**config.mk**
```make
export PLATFORM = sky130hd
export DESIGN_NAME = llc_hit_miss
export DESIGN_NICKNAME = d
export VERILOG_FILES = /design/src/source/llc_pkg.sv /design/src/source/llc_tag_store.sv /design/src/source/llc_lock_table.sv /design/src/source/llc_miss_counters.sv /design/src/source/llc_hit_miss.sv
export VERILOG_INCLUDE_DIRS = /design/src /design/src/source
export SDC_FILE = /design/constraint.sdc
export NUM_CORES = 2
export LEC_CHECK = 0
export ABC_CLOCK_PERIOD_IN_PS = 17150
export BUFFER_PORTS_ARGS = -buffer_cell sky130_fd_sc_hd__buf_2
export CORE_UTILIZATION = 37
export DETAILED_ROUTE_END_ITERATION = 10
export PLACE_DENSITY = 0.55
export SLEW_MARGIN = 10
export SYNTH_ARGS = -nofsm -noshare
export SYNTH_HDL_FRONTEND = slang
export SYNTH_SLANG_ARGS = --single-unit
```
**constraint.sdc**
```tcl
create_clock -name clk_i -period 17.15 [get_ports clk_i]
set_input_delay 1.715 -clock clk_i [delete_from_list [all_inputs] [get_ports clk_i]]
set_output_delay 1.715 -clock clk_i [all_outputs]
set_load 0.02 [all_outputs]
```
**src/source/llc_cfg.svh**
```systemverilog
/*
  size settings of the llc hit/miss stage
  the tag width must equal address minus index and offset bits
  LLC_SETS must be 2**LLC_INDEX_W and LLC_WAYS a power of two
  LLC_NUM_IDS must be 2**LLC_ID_W
*/
`ifndef LLC_CFG_SVH
`define LLC_CFG_SVH

////////////////////////////////////////////////////////////
// address split
////////////////////////////////////////////////////////////
`define LLC_ADDR_W       32
`define LLC_OFFSET_W     5
`define LLC_INDEX_W      4
`define LLC_SETS         16
`define LLC_TAG_W        (`LLC_ADDR_W - `LLC_INDEX_W - `LLC_OFFSET_W)

// associativity, also the width of the one-hot way vector
`define LLC_WAYS         4

////////////////////////////////////////////////////////////
// ids, miss counters, lock table
////////////////////////////////////////////////////////////
`define LLC_ID_W         4
`define LLC_NUM_IDS      16
`define LLC_CNT_W        3
`define LLC_LOCK_ENTRIES 4

`endif

```
**src/source/llc_pkg.sv**
```systemverilog
/*
  types shared by the llc hit/miss stage
  widths come from llc_cfg.svh
  the address union assumes tag, index and offset fill the word exactly
*/
`include "llc_cfg.svh"

package llc_pkg;

  ////////////////////////////////////////////////////////////
  // width types
  ////////////////////////////////////////////////////////////
  // one-hot way vector
  typedef logic [`LLC_WAYS-1:0]     way_t;
  typedef logic [`LLC_INDEX_W-1:0]  index_t;
  typedef logic [`LLC_TAG_W-1:0]    tag_t;
  typedef logic [`LLC_OFFSET_W-1:0] offset_t;
  typedef logic [`LLC_ID_W-1:0]     id_t;
  // per-id outstanding miss count
  typedef logic [`LLC_CNT_W-1:0]    cnt_t;

  ////////////////////////////////////////////////////////////
  // address word
  ////////////////////////////////////////////////////////////
  // field view, msb first
  typedef struct packed {
    tag_t    tag;
    index_t  index;
    offset_t offset;
  } addr_fields_t;

  // same word read raw or split into fields
  typedef union packed {
    logic [`LLC_ADDR_W-1:0] raw;
    addr_fields_t           fields;
  } addr_u;

endpackage

```
**src/source/llc_tag_store.sv**
```systemverilog
/*
  tag, valid and dirty store of the llc with round-robin replacement
  after reset it sweeps one set per cycle and ignores requests until init_done_o
  the response is registered and held until the next accepted request
  arrays update at the response edge, a following request sees the update
  evict tag reads zero when no eviction is reported
*/
`timescale 1ns/1ps
`include "llc_cfg.svh"

module llc_tag_store (
  input  logic           clk_i,
  input  logic           arst_n_i,
  input  logic           req_valid_i,
  input  llc_pkg::addr_u req_addr_i,
  input  logic           req_write_i,
  output logic           init_done_o,
  output llc_pkg::way_t  res_way_o,
  output logic           res_hit_o,
  output logic           res_evict_o,
  output llc_pkg::tag_t  res_evict_tag_o
);

  localparam int unsigned PTR_W = $clog2(`LLC_WAYS);

  // storage arrays, cleared by the sweep
  llc_pkg::tag_t    tag_mem   [`LLC_SETS][`LLC_WAYS];
  llc_pkg::way_t    valid_mem [`LLC_SETS];
  llc_pkg::way_t    dirty_mem [`LLC_SETS];
  logic [PTR_W-1:0] rr_ptr    [`LLC_SETS];

  // init sweep state
  llc_pkg::index_t  init_cnt_q;
  logic             init_done_q;

  // lookup signals
  llc_pkg::index_t  set;
  llc_pkg::tag_t    req_tag;
  llc_pkg::way_t    hit_vec;
  llc_pkg::way_t    inv_vec;
  llc_pkg::way_t    first_inv;
  llc_pkg::way_t    victim;
  llc_pkg::tag_t    victim_tag;
  logic             hit;
  logic             victim_evict;
  logic             req_take;

  ////////////////////////////////////////////////////////////
  // init sweep
  ////////////////////////////////////////////////////////////
  always_ff @(posedge clk_i or negedge arst_n_i) begin
    if (!arst_n_i) begin
      init_cnt_q  <= '0;
      init_done_q <= 1'b0;
    end else if (!init_done_q) begin
      init_cnt_q <= init_cnt_q + 1'b1;
      // last set cleared this cycle
      if (init_cnt_q == llc_pkg::index_t'(`LLC_SETS - 1)) begin
        init_done_q <= 1'b1;
      end
    end
  end

  assign init_done_o = init_done_q;
  assign req_take    = req_valid_i & init_done_q;

  ////////////////////////////////////////////////////////////
  // lookup and victim choice
  ////////////////////////////////////////////////////////////
  assign set     = req_addr_i.fields.index;
  assign req_tag = req_addr_i.fields.tag;

  always_comb begin
    hit_vec = '0;
    for (int w = 0; w < `LLC_WAYS; w++) begin
      hit_vec[w] = valid_mem[set][w] && (tag_mem[set][w] == req_tag);
    end
  end

  assign hit       = |hit_vec;
  assign inv_vec   = ~valid_mem[set];
  // lowest set bit of the invalid vector
  assign first_inv = inv_vec & (~inv_vec + 1'b1);
  // all ways valid: fall back to the round-robin pointer
  assign victim    = (|inv_vec) ? first_inv : (llc_pkg::way_t'(1) << rr_ptr[set]);

  // only a valid dirty line needs a write-back
  assign victim_evict = |(victim & valid_mem[set] & dirty_mem[set]);

  always_comb begin
    victim_tag = '0;
    for (int w = 0; w < `LLC_WAYS; w++) begin
      if (victim[w]) begin
        victim_tag = tag_mem[set][w];
      end
    end
  end

  ////////////////////////////////////////////////////////////
  // array update and registered response
  ////////////////////////////////////////////////////////////
  always_ff @(posedge clk_i) begin
    if (!init_done_q) begin
      valid_mem[init_cnt_q] <= '0;
      dirty_mem[init_cnt_q] <= '0;
      rr_ptr[init_cnt_q]    <= '0;
    end else if (req_take) begin
      res_way_o <= hit ? hit_vec : victim;
      res_hit_o <= hit;
      if (hit) begin
        // hit: only a write changes state
        res_evict_o     <= 1'b0;
        res_evict_tag_o <= '0;
        if (req_write_i) begin
          dirty_mem[set] <= dirty_mem[set] | hit_vec;
        end
      end else begin
        res_evict_o     <= victim_evict;
        res_evict_tag_o <= victim_evict ? victim_tag : '0;
        // fill the victim way with the new tag
        for (int w = 0; w < `LLC_WAYS; w++) begin
          if (victim[w]) begin
            tag_mem[set][w] <= req_tag;
          end
        end
        valid_mem[set] <= valid_mem[set] | victim;
        dirty_mem[set] <= req_write_i ? (dirty_mem[set] | victim)
                                      : (dirty_mem[set] & ~victim);
        // pointer moves on every miss
        rr_ptr[set] <= rr_ptr[set] + 1'b1;
      end
    end
  end

endmodule

```
**src/source/llc_lock_table.sv**
```systemverilog
/*
  exact table of set/way pairs still in use downstream
  a lock writes the first free entry, an unlock clears the matching one
  locked_o also rises when the table is full, so a lock never gets lost
  the caller locks a pair only after locked_o was low for it
*/
`timescale 1ns/1ps
`include "llc_cfg.svh"

module llc_lock_table (
  input  logic            clk_i,
  input  logic            arst_n_i,
  input  logic            lock_i,
  input  llc_pkg::index_t lock_index_i,
  input  llc_pkg::way_t   lock_way_i,
  input  logic            unlock_i,
  input  llc_pkg::index_t unlock_index_i,
  input  llc_pkg::way_t   unlock_way_i,
  output logic            locked_o
);

  // entry payload
  llc_pkg::index_t ent_index [`LLC_LOCK_ENTRIES];
  llc_pkg::way_t   ent_way   [`LLC_LOCK_ENTRIES];
  // entry state
  logic [`LLC_LOCK_ENTRIES-1:0] ent_valid_q;

  logic [`LLC_LOCK_ENTRIES-1:0] match_vec;
  logic [`LLC_LOCK_ENTRIES-1:0] unlock_vec;
  logic [`LLC_LOCK_ENTRIES-1:0] free_sel;

  ////////////////////////////////////////////////////////////
  // compare against all entries
  ////////////////////////////////////////////////////////////
  always_comb begin
    match_vec  = '0;
    unlock_vec = '0;
    for (int e = 0; e < `LLC_LOCK_ENTRIES; e++) begin
      match_vec[e]  = ent_valid_q[e] && (ent_index[e] == lock_index_i) &&
                      (ent_way[e] == lock_way_i);
      unlock_vec[e] = unlock_i && ent_valid_q[e] && (ent_index[e] == unlock_index_i) &&
                      (ent_way[e] == unlock_way_i);
    end
  end

  // lowest clear valid bit, zero when full
  assign free_sel = ~ent_valid_q & (ent_valid_q + 1'b1);

  assign locked_o = (|match_vec) | (&ent_valid_q);

  ////////////////////////////////////////////////////////////
  // entry update
  ////////////////////////////////////////////////////////////
  always_ff @(posedge clk_i or negedge arst_n_i) begin
    if (!arst_n_i) begin
      ent_valid_q <= '0;
    end else begin
      // unlock clears valid entries, lock fills a free one, no overlap
      ent_valid_q <= (ent_valid_q & ~unlock_vec) | (lock_i ? free_sel : '0);
    end
  end

  always_ff @(posedge clk_i) begin
    for (int e = 0; e < `LLC_LOCK_ENTRIES; e++) begin
      if (lock_i && free_sel[e]) begin
        ent_index[e] <= lock_index_i;
        ent_way[e]   <= lock_way_i;
      end
    end
  end

endmodule

```
**src/source/llc_miss_counters.sv**
```systemverilog
/*
  outstanding-miss counters, one per transaction id
  counters saturate at both ends
  an increment and a decrement of the same id in one cycle cancel
  outputs describe the id on id_i only
*/
`timescale 1ns/1ps
`include "llc_cfg.svh"

module llc_miss_counters (
  input  logic         clk_i,
  input  logic         arst_n_i,
  input  logic         cnt_up_i,
  input  logic         cnt_down_i,
  input  llc_pkg::id_t cnt_down_id_i,
  input  llc_pkg::id_t id_i,
  output logic         to_miss_o,
  output logic         stall_o
);

  localparam llc_pkg::cnt_t CNT_MAX = '1;

  llc_pkg::cnt_t cnt_q [`LLC_NUM_IDS];

  // decoded strobes per id
  logic [`LLC_NUM_IDS-1:0] up_sel;
  logic [`LLC_NUM_IDS-1:0] down_sel;

  assign up_sel   = cnt_up_i   ? (`LLC_NUM_IDS'(1) << id_i)          : '0;
  assign down_sel = cnt_down_i ? (`LLC_NUM_IDS'(1) << cnt_down_id_i) : '0;

  ////////////////////////////////////////////////////////////
  // counter update
  ////////////////////////////////////////////////////////////
  always_ff @(posedge clk_i or negedge arst_n_i) begin
    if (!arst_n_i) begin
      for (int i = 0; i < `LLC_NUM_IDS; i++) begin
        cnt_q[i] <= '0;
      end
    end else begin
      for (int i = 0; i < `LLC_NUM_IDS; i++) begin
        // up only, stop at max
        if (up_sel[i] && !down_sel[i] && (cnt_q[i] != CNT_MAX)) begin
          cnt_q[i] <= cnt_q[i] + 1'b1;
        // down only, stop at zero
        end else if (down_sel[i] && !up_sel[i] && (cnt_q[i] != '0)) begin
          cnt_q[i] <= cnt_q[i] - 1'b1;
        end
      end
    end
  end

  // misses of this id still in flight
  assign to_miss_o = (cnt_q[id_i] != '0);
  // no room to count another miss
  assign stall_o   = (cnt_q[id_i] == CNT_MAX);

endmodule

```
**src/source/llc_hit_miss.sv**
```systemverilog
/*
  hit/miss stage of the llc, one descriptor held at a time
  no descriptor is taken until the tag store sweep is done
  a descriptor waits while its set/way is locked or its id counter is full
  hits of an id with misses in flight leave on the miss output with refill clear
  once a valid is shown its routing is frozen until the transfer
  unlock and count-down strobes are always taken
*/
`timescale 1ns/1ps

module llc_hit_miss (
  input  logic            clk_i,
  input  logic            arst_n_i,
  // descriptor input
  input  logic            valid_i,
  output logic            ready_o,
  input  llc_pkg::addr_u  addr_i,
  input  llc_pkg::id_t    id_i,
  input  logic            rw_i,
  // hit and miss outputs, shared fields
  output logic            hit_valid_o,
  input  logic            hit_ready_i,
  output logic            miss_valid_o,
  input  logic            miss_ready_i,
  output llc_pkg::addr_u  addr_o,
  output llc_pkg::id_t    id_o,
  output logic            rw_o,
  output llc_pkg::way_t   way_o,
  output logic            refill_o,
  output logic            evict_o,
  output llc_pkg::tag_t   evict_tag_o,
  // unlock strobe
  input  logic            unlock_i,
  input  llc_pkg::index_t unlock_index_i,
  input  llc_pkg::way_t   unlock_way_i,
  // count-down strobe
  input  logic            cnt_down_i,
  input  llc_pkg::id_t    cnt_down_id_i
);

  // control state
  logic           busy_q;
  logic           shown_q;
  logic           to_miss_q;
  // held descriptor
  llc_pkg::addr_u addr_q;
  llc_pkg::id_t   id_q;
  logic           rw_q;

  // tag store response
  logic           init_done;
  llc_pkg::way_t  res_way;
  logic           res_hit;
  logic           res_evict;
  llc_pkg::tag_t  res_evict_tag;

  // lock table and counters
  logic           locked;
  logic           to_miss;
  logic           stall;

  logic           accept;
  logic           go;
  logic           to_miss_eff;
  logic           route_miss;
  logic           xfer_hit;
  logic           xfer_miss;
  logic           xfer;

  ////////////////////////////////////////////////////////////
  // routing control
  ////////////////////////////////////////////////////////////
  // locked and stall can only fall while shown, keep the valid up
  assign go          = busy_q & (shown_q | (~locked & ~stall));
  // a count-down while shown must not move the descriptor
  assign to_miss_eff = shown_q ? to_miss_q : to_miss;
  assign route_miss  = to_miss_eff | ~res_hit;

  assign hit_valid_o  = go & ~route_miss;
  assign miss_valid_o = go &  route_miss;

  assign xfer_hit  = hit_valid_o  & hit_ready_i;
  assign xfer_miss = miss_valid_o & miss_ready_i;
  assign xfer      = xfer_hit | xfer_miss;

  // new descriptor when empty or when the held one leaves
  assign ready_o = init_done & (~busy_q | xfer);
  assign accept  = ready_o & valid_i;

  always_ff @(posedge clk_i or negedge arst_n_i) begin
    if (!arst_n_i) begin
      busy_q    <= 1'b0;
      shown_q   <= 1'b0;
      to_miss_q <= 1'b0;
    end else begin
      if (accept) begin
        busy_q <= 1'b1;
      end else if (xfer) begin
        busy_q <= 1'b0;
      end
      if (xfer) begin
        shown_q <= 1'b0;
      end else if (go) begin
        shown_q   <= 1'b1;
        to_miss_q <= to_miss_eff;
      end
    end
  end

  always_ff @(posedge clk_i) begin
    if (accept) begin
      addr_q <= addr_i;
      id_q   <= id_i;
      rw_q   <= rw_i;
    end
  end

  // shared output fields
  assign addr_o      = addr_q;
  assign id_o        = id_q;
  assign rw_o        = rw_q;
  assign way_o       = res_way;
  assign refill_o    = ~res_hit;
  assign evict_o     = res_evict;
  assign evict_tag_o = res_evict_tag;

  ////////////////////////////////////////////////////////////
  // units
  ////////////////////////////////////////////////////////////
  // lookup starts in the acceptance cycle
  llc_tag_store i_tag_store (
    .clk_i           ( clk_i         ),
    .arst_n_i        ( arst_n_i      ),
    .req_valid_i     ( accept        ),
    .req_addr_i      ( addr_i        ),
    .req_write_i     ( rw_i          ),
    .init_done_o     ( init_done     ),
    .res_way_o       ( res_way       ),
    .res_hit_o       ( res_hit       ),
    .res_evict_o     ( res_evict     ),
    .res_evict_tag_o ( res_evict_tag )
  );

  // every transfer locks its set/way
  llc_lock_table i_lock_table (
    .clk_i          ( clk_i                  ),
    .arst_n_i       ( arst_n_i               ),
    .lock_i         ( xfer                   ),
    .lock_index_i   ( addr_q.fields.index    ),
    .lock_way_i     ( res_way                ),
    .unlock_i       ( unlock_i               ),
    .unlock_index_i ( unlock_index_i         ),
    .unlock_way_i   ( unlock_way_i           ),
    .locked_o       ( locked                 )
  );

  // every miss-output transfer counts, refill or forced
  llc_miss_counters i_miss_counters (
    .clk_i         ( clk_i         ),
    .arst_n_i      ( arst_n_i      ),
    .cnt_up_i      ( xfer_miss     ),
    .cnt_down_i    ( cnt_down_i    ),
    .cnt_down_id_i ( cnt_down_id_i ),
    .id_i          ( id_q          ),
    .to_miss_o     ( to_miss       ),
    .stall_o       ( stall         )
  );

endmodule

```
==> run metrics <==
Crit path largest cell delay=1.10 ns; Crit. End Element=flop; Max Fclk=between 0.1 and 0.15 GHz; total grt overflow=0; Die H=458 um; Max transition margin=20.4%; ys flop type=edfxtp_1; Routed WL per cell=approximately 31 um; flop2flop setup slack=10.54 ns; PD cells=between 100 and 150 nW/um^2; r2r endpoint=i_tag_store.rr_ptr[8][0]$_DFFE_PP_; clock-pin slew on the worst setup and hold paths=roughly 0.06 ns; Crit Path Max Fanout=117; core area=205,000 um^2; CP required=around 18 ns; top cell type's share of synthesized area=67.6%; Synth Area per Inst=between 15 and 20 um^2; residual DRC count=0; ys async rst share=3.35%; slowest CP cell=o31ai_2; post-synth top area cell=edfxtp_1; Post-CTS Hold Buffers=0; vias in the first global route=43,300; final antenna-violating net count=0; clock skew=0.0574 ns; Worst Max-Slew Pin Slew=1.18 ns; RSZ-0062 raised after global routing=no; Final #Nets=4,724; final setup fails=0; CTS tree=yes; Final Hold Violating Endpoints=0; hold path endpoint=i_lock_table.ent_valid_q[3]$_DFF_PN0_; maximum clock path buffer count=3; Top-Level Pins=125; Area Growth Syn to Fin=13.4%; Synth cell types=90; routed wire length=~240 mm; Clk Latency, worst-skew pair=0.84 ns; worst vdd ir=0.111 mV; dpl hpwl=146 mm; top cells by area, synth=edfxtp_1 68%, mux4_2 10%, mux2i_1 2.7%; full die area=210,000 um^2; max_cap viols=0; post-route cell area=87,200 um^2; CP dominant cell by count=buf_4; depth of the CTS H-tree=4; worst hold start=i_lock_table.ent_valid_q[3]$_DFF_PN0_; Place WS=8.14 ns; Die Wd=roughly 460 um; r2r startpoint=id_o[0]$_DFFE_PN_; post_cts resized=0; initial antenna violation count=6; # rows=166; number of synthesized flops with an enable pin=1,730; crit path time final=8.02 ns; Leakage=28.0 nW; Initial Utilization=37.4%; Mapped Cells=between 4,000 and 5,000; Post CTS Setup Buffer Count=0; DRT Pass-1 Iters=7; number of buffers created by CTS=189; synth cell count leaders=1,730 x edfxtp_1, 353 x mux4_2, 250 x nand2_1, 206 x mux2i_1, 139 x o21ai_0; sequential share of the synthesized area=a little over two thirds; CP arrival=8.48 ns; routability cong.=0.979; gr usage total=22.1%; layout cell share with drive strength beyond 1=22.9%; Port Buffers=124; Vias=45,000; Setup TNS=0 ns; HP Class=flop to flop; most common cell in the netlist=edfxtp_1; R2R cell count=12; flop and latch count out of synthesis=1,790; global-route wire length before repair=332 mm; Worst Hold Depth=1; Root Buffer=clkbuf_16; period utilization=46.8%; Critical Path, Cell by Cell=buf_8, buf_4, buf_4, buf_4, mux4_2, a22oi_1, nand2_1, nand4_1, and4b_1, nand4_1, o2111ai_4, buf_12, o31ai_2; total of warnings raised by yosys=0; pin count of the biggest net entering global routing=118; vias per cell=6.02; Mapped Area=between 70,000 and 80,000 um^2; Final Core Density=a little over two fifths; 1st-iter DRT viols=5,859; hold_ws=~0.5 ns; Post-DP Area=81,100 um^2; final worst slack=9.13 ns; Syn Nets=4,528; Final Max Slew Viols=0; critical path startpoint category=input pin; Crit Path Class=input pin to flop; status=complete, no violations; clock tree sinks=1,790
-- logic make-up (layout without fill, tap and decap cells) --
kind of cell             after synthesis  after routing  share of synthesized area [%]
flip-flops                          1790           1790                           69.6
AND/OR/NAND/NOR                      818            818                           5.39
AO/OA/AOI/OAI                        686            686                           6.30
multiplexers                         639            639                           14.2
buffers and inverters                345            685                           2.32
XOR/XNOR                             152            152                           1.73
adder cells (fa/ha/maj)               21             21                          0.498
other                                  0              2                              0
-- area by class of cell --
type | count | area [um^2]
diodes | 2 | 5.00
clock buffers | 237 | 4950
clock inverters | 98 | 1100
fillers | 18000 | 118000
inverters | 71 | 274
multi-input cells | 2316 | 22100
flip-flops and latches | 1790 | 53500
well taps | 2688 | 3360
repair buffers | 279 | 1900
-- critical path, delay by kind of cell --
kind	cells	cell delay, ns
simple gates	4	1.12
buf+inv	5	3.04
compound gates	3	1.51
mux	1	0.65
-- stage by stage --
| stage | cells | total power [mW] |
|---|---|---|
| floorplan | 4451 | 5.77 |
| global placement | 7144 | 6.27 |
| detailed placement | 7144 | 6.29 |
| CTS | 7479 | 10.3 |
| global route | 7479 | 10.5 |
| finish | 7481 | 10.2 |
-- cell usage in the layout (no fill, tap or decap), types with 56 or more instances in the layout --
cell type and count:
edfxtp_1 1730, mux4_2 353, nand2_1 250, mux2i_1 206, clkbuf_16 191, buf_4 165
o21ai_0 136, buf_2 107, nor2_1 101, xnor2_1 96, nand3_1 80, mux2_2 80
a21oi_1 78, nor3_1 76, a22oi_1 67, nand4_1 65, nor4_2 62, inv_1 60
dfrtp_1 60, xor2_1 56
-- power by group --
group          total, mW  switching [mW]  internal, mW
registers           5.04          0.0960          4.94
logic               1.17           0.836         0.332
clock network       4.03            1.72          2.30
total               10.2            2.66          7.58
-- registers in the layout, summed over array words and instances, names as in the netlist, 4 cells and up --
register and flops:
i_tag_store.dirty_mem 64, i_tag_store.tag_mem 1472, i_tag_store.rr_ptr 32, i_lock_table.ent_index 16, i_lock_table.ent_way 16, i_tag_store.res_evict_tag_o 23
i_tag_store.init_cnt_q 4, i_miss_counters.cnt_q 48, id_o 4, addr_o 32, i_tag_store.valid_mem 64, i_tag_store.res_way_o 4
i_lock_table.ent_valid_q 4
-- worst max path at each step --
stage,start,endpoint,slack [ns],cells past startpoint
global route,addr_i[5],i_tag_store.dirty_mem[4][0]$_DFFE_PP_,8.73,13
detailed placement,addr_i[5],i_tag_store.dirty_mem[0][2]$_DFFE_PP_,8.14,13
floorplan,addr_i[5],i_tag_store.tag_mem[0][46]$_DFFE_PP_,8.77,19
global placement,addr_i[5],i_tag_store.dirty_mem[4][1]$_DFFE_PP_,8.26,13
CTS,addr_i[5],i_tag_store.dirty_mem[6][2]$_DFFE_PP_,9.05,13
finish,addr_i[5],i_tag_store.dirty_mem[4][0]$_DFFE_PP_,9.13,13
-- routing by layer --
layer  part of all wire (%)  wire length, um  track usage, %  vias to the layer above
li1                       -                -               -                    18600
met1                     41            97600            30.8                    23700
met2                     46           108000            34.3                     2197
met3                    8.2            19400            4.27                      449
met4                    4.3            10100            8.70                        6
met5                  0.037               86               0                        -
Note: power is estimated with default switching activity, not from simulation.
